===== src/rtl/lsu_pkg.sv =====
// load/store unit shared definitions
// bus word and lane types, access sizes

package lsu_pkg;

  ////////////////////////////////////////
  // bus geometry
  ////////////////////////////////////////

  // bytes carried by one bus word
  localparam int unsigned BusBytes  = 4;
  // bits in one bus word
  localparam int unsigned WordWidth = 8 * BusBytes;

  // one bus data word
  typedef logic [WordWidth-1:0] word_t;

  // one enable per byte lane
  typedef logic [BusBytes-1:0] be_t;

  // byte offset within a word
  typedef logic [$clog2(BusBytes)-1:0] offset_t;

  ////////////////////////////////////////
  // access size
  ////////////////////////////////////////

  // code 2'b11 is never issued by the core
  typedef enum logic [1:0] {
    LSU_WORD = 2'b00,
    LSU_HALF = 2'b01,
    LSU_BYTE = 2'b10
  } lsu_type_e;

endpackage


===== src/rtl/lsu_wdata_align.sv =====
// store path of the load/store unit
// byte enables per access part and store data rotation into lanes

module lsu_wdata_align import lsu_pkg::*; (
  input  lsu_type_e lsu_type_i,
  input  offset_t   offset_i,
  input  logic      second_part_i,
  input  word_t     lsu_wdata_i,
  output be_t       data_be_o,
  output word_t     data_wdata_o
);

  // lanes touched by the access, before the shift
  be_t                   size_mask;
  // enables over two adjacent words, low half is the first word
  logic [2*BusBytes-1:0] be_span;

  ////////////////////////////////////////
  // byte enables
  ////////////////////////////////////////

  always_comb begin
    unique case (lsu_type_i)
      LSU_WORD: size_mask = 4'b1111;
      LSU_HALF: size_mask = 4'b0011;
      LSU_BYTE: size_mask = 4'b0001;
      // unused code, treat as full word
      default:  size_mask = 4'b1111;
    endcase
  end

  // shift the size mask up to the start lane
  // bits that fall past lane 3 belong to the next word
  assign be_span = {{BusBytes{1'b0}}, size_mask} << offset_i;

  // second part only gets the overflowed low lanes
  assign data_be_o = second_part_i ? be_span[2*BusBytes-1:BusBytes] : be_span[BusBytes-1:0];

  ////////////////////////////////////////
  // store data rotation
  ////////////////////////////////////////

  // rotate left by the offset so byte 0 sits in lane offset
  // bytes wrapping into the low lanes serve the second part
  always_comb begin
    unique case (offset_i)
      2'd0: data_wdata_o = lsu_wdata_i;
      2'd1: data_wdata_o = {lsu_wdata_i[23:0], lsu_wdata_i[31:24]};
      2'd2: data_wdata_o = {lsu_wdata_i[15:0], lsu_wdata_i[31:16]};
      2'd3: data_wdata_o = {lsu_wdata_i[7:0], lsu_wdata_i[31:8]};
    endcase
  end

  // second part is only raised for a split, so some lane always overflows
  a_be_nonzero: assert final (
    $isunknown({lsu_type_i, offset_i, second_part_i}) || (data_be_o != '0)
  ) else $error("byte enables are zero");

endmodule


===== src/rtl/lsu_rdata_align.sv =====
// load path of the load/store unit
// holds the transaction fields and the first word of a split load,
// realigns the returned bytes and extends half-words and bytes

module lsu_rdata_align import lsu_pkg::*; (
  input  logic      clk_i,
  input  logic      rst_ni,
  input  logic      ctrl_update_i,
  input  logic      rdata_update_i,
  input  lsu_type_e lsu_type_i,
  input  logic      lsu_sign_ext_i,
  input  offset_t   offset_i,
  input  word_t     data_rdata_i,
  output word_t     lsu_rdata_o
);

  // fields captured at the first grant
  lsu_type_e   type_q;
  logic        sign_ext_q;
  offset_t     offset_q;

  // upper three bytes of the first word of a split load
  logic [31:8] rdata_q;

  // raw loaded values before extension
  word_t       rdata_w;
  logic [15:0] rdata_h;
  logic [7:0]  rdata_b;

  ////////////////////////////////////////
  // capture registers
  ////////////////////////////////////////

  always_ff @(posedge clk_i or negedge rst_ni) begin
    if (!rst_ni) begin
      type_q     <= LSU_WORD;
      sign_ext_q <= 1'b0;
      offset_q   <= '0;
    end else if (ctrl_update_i) begin
      type_q     <= lsu_type_i;
      sign_ext_q <= lsu_sign_ext_i;
      offset_q   <= offset_i;
    end
  end

  // lane 0 of the first word is never part of a split load
  always_ff @(posedge clk_i) begin
    if (rdata_update_i) begin
      rdata_q <= data_rdata_i[31:8];
    end
  end

  ////////////////////////////////////////
  // realignment
  ////////////////////////////////////////

  // low bytes come from the stored word, high bytes from the final word
  always_comb begin
    unique case (offset_q)
      2'd0: rdata_w = data_rdata_i;
      2'd1: rdata_w = {data_rdata_i[7:0], rdata_q[31:8]};
      2'd2: rdata_w = {data_rdata_i[15:0], rdata_q[31:16]};
      2'd3: rdata_w = {data_rdata_i[23:0], rdata_q[31:24]};
    endcase
  end

  // a half-word at offset 3 straddles two words
  always_comb begin
    unique case (offset_q)
      2'd0: rdata_h = data_rdata_i[15:0];
      2'd1: rdata_h = data_rdata_i[23:8];
      2'd2: rdata_h = data_rdata_i[31:16];
      2'd3: rdata_h = {data_rdata_i[7:0], rdata_q[31:24]};
    endcase
  end

  // a byte is always inside the final word
  assign rdata_b = data_rdata_i[8*offset_q +: 8];

  ////////////////////////////////////////
  // extension
  ////////////////////////////////////////

  always_comb begin
    unique case (type_q)
      LSU_HALF: lsu_rdata_o = {{16{sign_ext_q & rdata_h[15]}}, rdata_h};
      LSU_BYTE: lsu_rdata_o = {{24{sign_ext_q & rdata_b[7]}}, rdata_b};
      default:  lsu_rdata_o = rdata_w;
    endcase
  end

  // size select must never go X once out of reset
  a_type_known: assert property (@(posedge clk_i) disable iff (!rst_ni) !$isunknown(type_q))
    else $error("captured access size unknown");

endmodule


===== src/rtl/lsu_ctrl_fsm.sv =====
// bus control for the load/store unit
// splits misaligned accesses into two word requests, tracks grants
// and rvalids, and forms the response, error and last-address outputs

module lsu_ctrl_fsm import lsu_pkg::*; #(
  parameter int unsigned AddrWidth = 32
) (
  input  logic                 clk_i,
  input  logic                 rst_ni,
  input  logic                 lsu_req_i,
  input  logic                 lsu_we_i,
  input  lsu_type_e            lsu_type_i,
  input  logic [AddrWidth-1:0] lsu_addr_i,
  input  logic                 data_gnt_i,
  input  logic                 data_rvalid_i,
  input  logic                 data_bus_err_i,
  output logic                 data_req_o,
  output logic [AddrWidth-1:0] data_addr_o,
  output logic                 second_part_o,
  output logic                 ctrl_update_o,
  output logic                 rdata_update_o,
  output logic                 lsu_req_done_o,
  output logic                 lsu_resp_valid_o,
  output logic                 lsu_rdata_valid_o,
  output logic                 load_err_o,
  output logic                 store_err_o,
  output logic [AddrWidth-1:0] addr_last_o,
  output logic                 busy_o
);

  typedef enum logic [2:0] {
    IDLE,
    WAIT_GNT_MIS,
    WAIT_RVALID_MIS,
    WAIT_GNT,
    WAIT_RVALID_MIS_GNTS_DONE
  } ls_fsm_e;

  ls_fsm_e              ls_fsm_cs, ls_fsm_ns;

  offset_t              data_offset;
  logic [AddrWidth-1:0] addr_word;
  logic [AddrWidth-1:0] addr_next_word;
  logic                 split_access;
  // select the second word address
  logic                 addr_incr;

  logic                 second_part_q, second_part_d;
  logic                 lsu_err_q, lsu_err_d;
  logic                 data_we_q;
  logic                 data_err;

  logic                 addr_update;
  logic [AddrWidth-1:0] addr_last_q, addr_last_d;

  ////////////////////////////////////////
  // address generation
  ////////////////////////////////////////

  assign data_offset    = lsu_addr_i[1:0];
  assign addr_word      = {lsu_addr_i[AddrWidth-1:2], 2'b00};
  assign addr_next_word = addr_word + AddrWidth'(BusBytes);
  assign data_addr_o    = addr_incr ? addr_next_word : addr_word;

  // word at any non-zero offset, or half-word in the top lane
  assign split_access = ((lsu_type_i == LSU_WORD) && (data_offset != 2'd0)) ||
                        ((lsu_type_i == LSU_HALF) && (data_offset == 2'd3));

  ////////////////////////////////////////
  // state machine
  ////////////////////////////////////////

  always_comb begin
    ls_fsm_ns      = ls_fsm_cs;
    data_req_o     = 1'b0;
    addr_incr      = 1'b0;
    second_part_d  = second_part_q;
    lsu_err_d      = lsu_err_q;
    addr_update    = 1'b0;
    ctrl_update_o  = 1'b0;
    rdata_update_o = 1'b0;

    unique case (ls_fsm_cs)
      IDLE: begin
        if (lsu_req_i) begin
          data_req_o = 1'b1;
          lsu_err_d  = 1'b0;
          if (data_gnt_i) begin
            ctrl_update_o = 1'b1;
            addr_update   = 1'b1;
            second_part_d = split_access;
            ls_fsm_ns     = split_access ? WAIT_RVALID_MIS : IDLE;
          end else begin
            ls_fsm_ns     = split_access ? WAIT_GNT_MIS : WAIT_GNT;
          end
        end
      end

      WAIT_GNT_MIS: begin
        data_req_o = 1'b1;
        if (data_gnt_i) begin
          ctrl_update_o = 1'b1;
          addr_update   = 1'b1;
          second_part_d = 1'b1;
          ls_fsm_ns     = WAIT_RVALID_MIS;
        end
      end

      WAIT_RVALID_MIS: begin
        // second request goes out while the first response is pending
        data_req_o = 1'b1;
        addr_incr  = 1'b1;
        if (data_rvalid_i) begin
          lsu_err_d      = data_bus_err_i;
          rdata_update_o = ~data_we_q;
          // a first-part error keeps the failing address
          addr_update    = data_gnt_i & ~data_bus_err_i;
          second_part_d  = ~data_gnt_i;
          ls_fsm_ns      = data_gnt_i ? IDLE : WAIT_GNT;
        end else if (data_gnt_i) begin
          second_part_d = 1'b0;
          ls_fsm_ns     = WAIT_RVALID_MIS_GNTS_DONE;
        end
      end

      WAIT_GNT: begin
        // shared by a stalled aligned access and a stalled second part
        data_req_o = 1'b1;
        addr_incr  = second_part_q;
        if (data_gnt_i) begin
          ctrl_update_o = ~second_part_q;
          addr_update   = ~lsu_err_q;
          second_part_d = 1'b0;
          ls_fsm_ns     = IDLE;
        end
      end

      WAIT_RVALID_MIS_GNTS_DONE: begin
        // both granted, the address still points at the second word
        addr_incr = 1'b1;
        if (data_rvalid_i) begin
          lsu_err_d      = data_bus_err_i;
          rdata_update_o = ~data_we_q;
          addr_update    = ~data_bus_err_i;
          ls_fsm_ns      = IDLE;
        end
      end

      default: ls_fsm_ns = IDLE;
    endcase
  end

  always_ff @(posedge clk_i or negedge rst_ni) begin
    if (!rst_ni) begin
      ls_fsm_cs     <= IDLE;
      second_part_q <= 1'b0;
      lsu_err_q     <= 1'b0;
    end else begin
      ls_fsm_cs     <= ls_fsm_ns;
      second_part_q <= second_part_d;
      lsu_err_q     <= lsu_err_d;
    end
  end

  // write flag of the access in flight
  always_ff @(posedge clk_i or negedge rst_ni) begin
    if (!rst_ni) begin
      data_we_q <= 1'b0;
    end else if (ctrl_update_o) begin
      data_we_q <= lsu_we_i;
    end
  end

  // byte address of the first part, word address of the second part
  assign addr_last_d = addr_incr ? addr_next_word : lsu_addr_i;

  always_ff @(posedge clk_i or negedge rst_ni) begin
    if (!rst_ni) begin
      addr_last_q <= '0;
    end else if (addr_update) begin
      addr_last_q <= addr_last_d;
    end
  end

  ////////////////////////////////////////
  // response outputs
  ////////////////////////////////////////

  // final rvalid always arrives back in idle
  assign data_err          = lsu_err_q | data_bus_err_i;
  assign lsu_resp_valid_o  = data_rvalid_i & (ls_fsm_cs == IDLE);
  assign lsu_rdata_valid_o = lsu_resp_valid_o & ~data_err & ~data_we_q;
  assign load_err_o        = lsu_resp_valid_o & data_err & ~data_we_q;
  assign store_err_o       = lsu_resp_valid_o & data_err & data_we_q;

  assign lsu_req_done_o = (lsu_req_i | (ls_fsm_cs != IDLE)) & (ls_fsm_ns == IDLE);
  assign busy_o         = (ls_fsm_cs != IDLE);
  assign second_part_o  = second_part_q;
  assign addr_last_o    = addr_last_q;

  a_state_valid: assert property (@(posedge clk_i) disable iff (!rst_ni)
    ls_fsm_cs inside {IDLE, WAIT_GNT_MIS, WAIT_RVALID_MIS, WAIT_GNT, WAIT_RVALID_MIS_GNTS_DONE})
    else $error("illegal state");

  a_addr_aligned: assert property (@(posedge clk_i) disable iff (!rst_ni)
    data_req_o |-> (data_addr_o[1:0] == 2'b00))
    else $error("bus address not word aligned");

endmodule


===== src/rtl/lsu_top.sv =====
// load/store unit top level
// joins the bus controller with the store and load data paths

module lsu_top import lsu_pkg::*; #(
  parameter int unsigned AddrWidth = 32
) (
  input  logic                 clk_i,
  input  logic                 rst_ni,

  // core side
  input  logic                 lsu_req_i,
  input  logic                 lsu_we_i,
  input  lsu_type_e            lsu_type_i,
  input  logic                 lsu_sign_ext_i,
  input  logic [AddrWidth-1:0] lsu_addr_i,
  input  word_t                lsu_wdata_i,
  output word_t                lsu_rdata_o,
  output logic                 lsu_rdata_valid_o,
  output logic                 lsu_resp_valid_o,
  output logic                 lsu_req_done_o,
  output logic                 load_err_o,
  output logic                 store_err_o,
  output logic [AddrWidth-1:0] addr_last_o,
  output logic                 busy_o,

  // data bus
  output logic                 data_req_o,
  input  logic                 data_gnt_i,
  input  logic                 data_rvalid_i,
  input  logic                 data_bus_err_i,
  output logic [AddrWidth-1:0] data_addr_o,
  output logic                 data_we_o,
  output be_t                  data_be_o,
  output word_t                data_wdata_o,
  input  word_t                data_rdata_i
);

  offset_t lsu_offset;
  logic    second_part;
  logic    ctrl_update;
  logic    rdata_update;

  assign lsu_offset = lsu_addr_i[1:0];
  assign data_we_o  = lsu_we_i;

  lsu_ctrl_fsm #(
    .AddrWidth(AddrWidth)
  ) i_ctrl_fsm (
    .clk_i, .rst_ni, .lsu_req_i, .lsu_we_i, .lsu_type_i, .lsu_addr_i,
    .data_gnt_i, .data_rvalid_i, .data_bus_err_i, .data_req_o, .data_addr_o,
    .second_part_o (second_part),
    .ctrl_update_o (ctrl_update),
    .rdata_update_o(rdata_update),
    .lsu_req_done_o, .lsu_resp_valid_o, .lsu_rdata_valid_o,
    .load_err_o, .store_err_o, .addr_last_o, .busy_o
  );

  lsu_wdata_align i_wdata_align (
    .lsu_type_i, .offset_i(lsu_offset), .second_part_i(second_part),
    .lsu_wdata_i, .data_be_o, .data_wdata_o
  );

  lsu_rdata_align i_rdata_align (
    .clk_i, .rst_ni, .ctrl_update_i(ctrl_update), .rdata_update_i(rdata_update),
    .lsu_type_i, .lsu_sign_ext_i, .offset_i(lsu_offset), .data_rdata_i, .lsu_rdata_o
  );

endmodule


===== config.mk =====
export PLATFORM = sky130hd
export DESIGN_NAME = lsu_top
export DESIGN_NICKNAME = d
export VERILOG_FILES = /design/src/rtl/lsu_pkg.sv /design/src/rtl/lsu_wdata_align.sv /design/src/rtl/lsu_rdata_align.sv /design/src/rtl/lsu_ctrl_fsm.sv /design/src/rtl/lsu_top.sv
export SDC_FILE = /design/constraint.sdc
export NUM_CORES = 1
export LEC_CHECK = 0
export BUFFER_PORTS_ARGS = -buffer_cell sky130_fd_sc_hd__buf_2
export CORE_MARGIN = 2
export CORE_UTILIZATION = 50
export DETAILED_ROUTE_END_ITERATION = 8
export GPL_ROUTABILITY_DRIVEN = 0
export PLACE_DENSITY = 0.82
export SETUP_SLACK_MARGIN = 0.15
export SKIP_CTS_REPAIR_TIMING = 1
export SLEW_MARGIN = 15
export SYNTH_ARGS = -nofsm -noshare
export SYNTH_HDL_FRONTEND = slang
export SYNTH_HIERARCHICAL = 1
export SYNTH_SLANG_ARGS = --single-unit
export TNS_END_PERCENT = 50

===== constraint.sdc =====
create_clock -name clk_i -period 5.7 [get_ports clk_i]
set_clock_uncertainty 0.15 [all_clocks]
set_input_delay 1.14 -clock clk_i [delete_from_list [all_inputs] [get_ports clk_i]]
set_output_delay 1.14 -clock clk_i [all_outputs]
set_load 0.1 [all_outputs]

==> tab_implementation.tex <==
\begin{tabular}{lr}
\hline
Metric & Value \\
\hline
\multicolumn{2}{l}{\textbf{Status}} \\
\quad Outcome & finished, final reports clean \\
\multicolumn{2}{l}{\textbf{Timing}} \\
\quad Achievable Freq & 221 MHz \\
\quad Setup total negative slack & 0 ns \\
\quad Max-slew headroom at the worst pin & 28.7\% \\
\quad Setup repair after global routing missed its margin & no \\
\quad Measured slew at the worst slew-check pin & 1.07 ns \\
\quad Minimum clock period & 4.52 ns \\
\quad Worst setup slack after layout & between 1 and 1.5 ns \\
\quad Hold Violations, Final & 0 \\
\quad Number of slew-limit violations in the final report & 0 \\
\quad Final hold slack & 0.331 ns \\
\quad Post-route fraction of the period consumed by the critical path & 79.2\% \\
\quad Setup Viol. Count Final & 0 \\
\multicolumn{2}{l}{\textbf{Route}} \\
\quad Remaining antenna violation count & 0 \\
\quad First DRT Iteration DRCs & 435 \\
\quad Drt drc & 0 \\
\quad DR WL/cell & between 15 and 20 um \\
\quad Detailed-route via count & 5500 \\
\quad Pre-Repair DR Iteration Count & 6 \\
\quad Number of vias per cell after detailed routing & 5.91 \\
\quad Final WL & roughly 17000 um \\
\multicolumn{2}{l}{\textbf{Floorplan}} \\
\quad Horizontal extent of the die & 117 um \\
\quad Row cnt & 41 \\
\quad Placeable core region & 0.0125 mm\^{}2 \\
\quad Initial core utilization & 50.9\% \\
\quad Total die area & between 0.01 and 0.015 mm\^{}2 \\
\quad Die Span Y & 117 um \\
\quad Number of primary I/O pins & 246 \\
\multicolumn{2}{l}{\textbf{Synthesis}} \\
\quad Top cell types by occurrence after synthesis & nand2\_1 (73), mux4\_2 (54), buf\_4 (43), dfrtp\_1 (43), mux2\_2 (33) \\
\quad Post-synthesis share of cell area spent on xor and xnor gates & 4.24\% \\
\quad Portion of synthesized cell area occupied by the leading cell type & 19.1\% \\
\quad Cell taking the most area after synthesis & mux4\_2 \\
\quad Simple-Gate Fraction of Synth Area & 13.8\% \\
\quad Ranking of synthesized cells by area & mux4\_2 (19\%), dfrtp\_1 (17\%), edfxtp\_1 (11\%), mux2\_2 (5.8\%), buf\_4 (5.1\%) \\
\quad Flip-flop and latch count after synthesis & 67 \\
\quad Async S/R FF share, synth & 64.2\% \\
\quad Netlist Area Pre-Place & 0.00637 mm\^{}2 \\
\quad Sequential-to-total area share from yosys stat & approximately 28\% \\
\quad Most instantiated flip-flop cell in the synthesis netlist & dfrtp\_1 \\
\quad Synth Area in Adders & 0.786\% \\
\quad Compound-gate portion of the synthesized area & 9.86\% \\
\quad Number of synthesized flops with an enable pin & 24 \\
\quad Number of different library cells in the post-synthesis netlist & 67 \\
\quad Gate count after technology mapping & 572 \\
\quad Largest family of logic cells by synthesized area & multiplexers \\
\quad Post-synthesis mux area share & roughly a third \\
\quad Count leader, synth & nand2\_1 \\
\quad Total number of yosys warnings & 6 \\
\quad Average cell area after synthesis & 11.1 um\^{}2 \\
\multicolumn{2}{l}{\textbf{Finish}} \\
\quad Fraction of layout cells with a size suffix above 1 & between 40\% and 50\% \\
\quad Layout-stage area growth over the synthesis result & 18.8\% \\
\quad Number of diodes & 0 \\
\quad Count of non-filler cells in the finished layout & 931 \\
\quad Layout net count & 864 \\
\multicolumn{2}{l}{\textbf{Global route}} \\
\quad All-Layer GR Usage & approximately a quarter \\
\quad Number of antenna violations at the first check in global routing & 0 \\
\quad Pin count of the biggest net entering global routing & 46 \\
\quad First-pass GRT wire length & 25600 um \\
\quad Via count of the first global-routing pass & roughly 5200 \\
\quad Leftover overflow at the end of global routing & 0 \\
\multicolumn{2}{l}{\textbf{Placed design}} \\
\quad HPWL after detailed placement & 12400 um \\
\quad Pre-CTS WS & 1.16 ns \\
\quad Placed Cells & 915 \\
\quad Input/output buffers & 243 \\
\multicolumn{2}{l}{\textbf{Worst setup path}} \\
\quad WP data arrival & 3.23 ns \\
\quad Startpoint class of the critical path & primary input \\
\quad Critical path capture point type & output port \\
\quad Worst Path Class, Setup & in -> out \\
\quad Maximum fanout encountered on the critical timing path & 42 \\
\quad Required time of the worst setup path & around 4.4 ns \\
\multicolumn{2}{l}{\textbf{Clocking}} \\
\quad CTS tree & built \\
\quad Total clock buffers created by CTS & 9 \\
\quad Clock-pin slew reported for the worst setup and hold paths after clock tree synthesis & around 0.050 ns \\
\quad Root cell of the clock tree & clkbuf\_16 \\
\quad Source-to-sink clock delay at the later pin of the worst-skew pair & 0.33 ns \\
\quad Maximum clock insertion buffer count & 2 \\
\quad Sink Count & 67 \\
\quad Number of H-tree levels & 3 \\
\multicolumn{2}{l}{\textbf{Run}} \\
\quad Number of maximum-capacitance constraint violations & 0 \\
\multicolumn{2}{l}{\textbf{Worst hold path}} \\
\quad Class of the worst hold path & reg -> reg \\
\hline
\end{tabular}
-- worst max-delay path, cell delays in order --
cell	delay, ns
buf_2	0.69
o21bai_1	0.17
a21oi_1	0.27
o21bai_1	0.11
o2bb2ai_1	0.14
a221oi_1	0.20
buf_2	0.48
-- placed cells by master, fill, tap and decap left out, drive strengths merged, types with 8 or more instances in the layout --
master / count
buf: 249
nand2: 74
mux4: 63
mux2: 46
dfrtp: 43
edfxtp: 24
o21ai: 19
xor2: 17
inv: 16
a21oi: 15
mux2i: 14
a22oi: 14
nor2: 14
nor3: 14
clkbuf: 14
nand3: 13
xnor2: 13
and3: 8
nand4: 8
nor4: 8
-- final cells by class --
cell class	count	area, um^2
Inverter	16	60.1
Clock buffer	14	264
Multi-Input combinational cell	411	3950
Fill cell	1072	4950
Tap cell	172	215
Clock inverter	2	10.0
Timing Repair Buffer	249	1260
Sequential cell	67	1800
-- flip-flops by register name, indices dropped and copies added (netlist names) --
signal,count
i_ctrl_fsm/addr_last_o,32
i_ctrl_fsm/data_we_q,1
i_ctrl_fsm/ls_fsm_cs,3
i_ctrl_fsm/lsu_err_q,1
i_ctrl_fsm/second_part_o,1
i_rdata_align/offset_q,2
i_rdata_align/rdata_q,24
i_rdata_align/sign_ext_q,1
i_rdata_align/type_q,2
-- through the flow --
stage | utilization (%) | instance area, um^2
floorplan | - | 6370
global placement | 58.2 | 7290
detailed placement | 58.2 | 7290
CTS | 60.4 | 7560
global route | 60.4 | 7560
finish | 60.4 | 7560
-- cell families after synthesis --
family,Yosys count
AND/OR/NAND/NOR,166
multiplexers,123
buffers and inverters,95
AO/OA/AOI/OAI,86
flip-flops,67
XOR/XNOR,30
adder cells (fa/ha/maj),4
other,1
-- path summary, 6_finish.rpt --
| kind | from | cells past startpoint | slack, ns | to |
|---|---|---|---|---|
| max | lsu_addr_i[0] | 7 | 1.18 | lsu_req_done_o |
| min reg2reg | i_ctrl_fsm/addr_last_o[7] | 1 | 0.33 | i_ctrl_fsm/addr_last_o[7] |
| min | i_ctrl_fsm/addr_last_o[7] | 1 | 0.33 | i_ctrl_fsm/addr_last_o[7] |
| min in group asynchronous | rst_ni | 1 | 0.83 | i_ctrl_fsm/addr_last_o[22] |
| max in group asynchronous | rst_ni | 1 | 3.88 | i_rdata_align/offset_q[0] |
| max reg2reg | i_ctrl_fsm/ls_fsm_cs[1] | 5 | 2.99 | i_ctrl_fsm/addr_last_o[29] |
-- metal layers --
metal	GRT usage, %	vias up	wire, um
li1	-	2514	-
met1	28.9	2748	6310
met2	42.2	224	8710
met4	5.80	0	199
met3	7.26	14	1320
met5	0	-	0
Power is left out: the tool's default activity adds up to more than one toggle a clock period on the data nets, which glitch-free logic cannot reach.
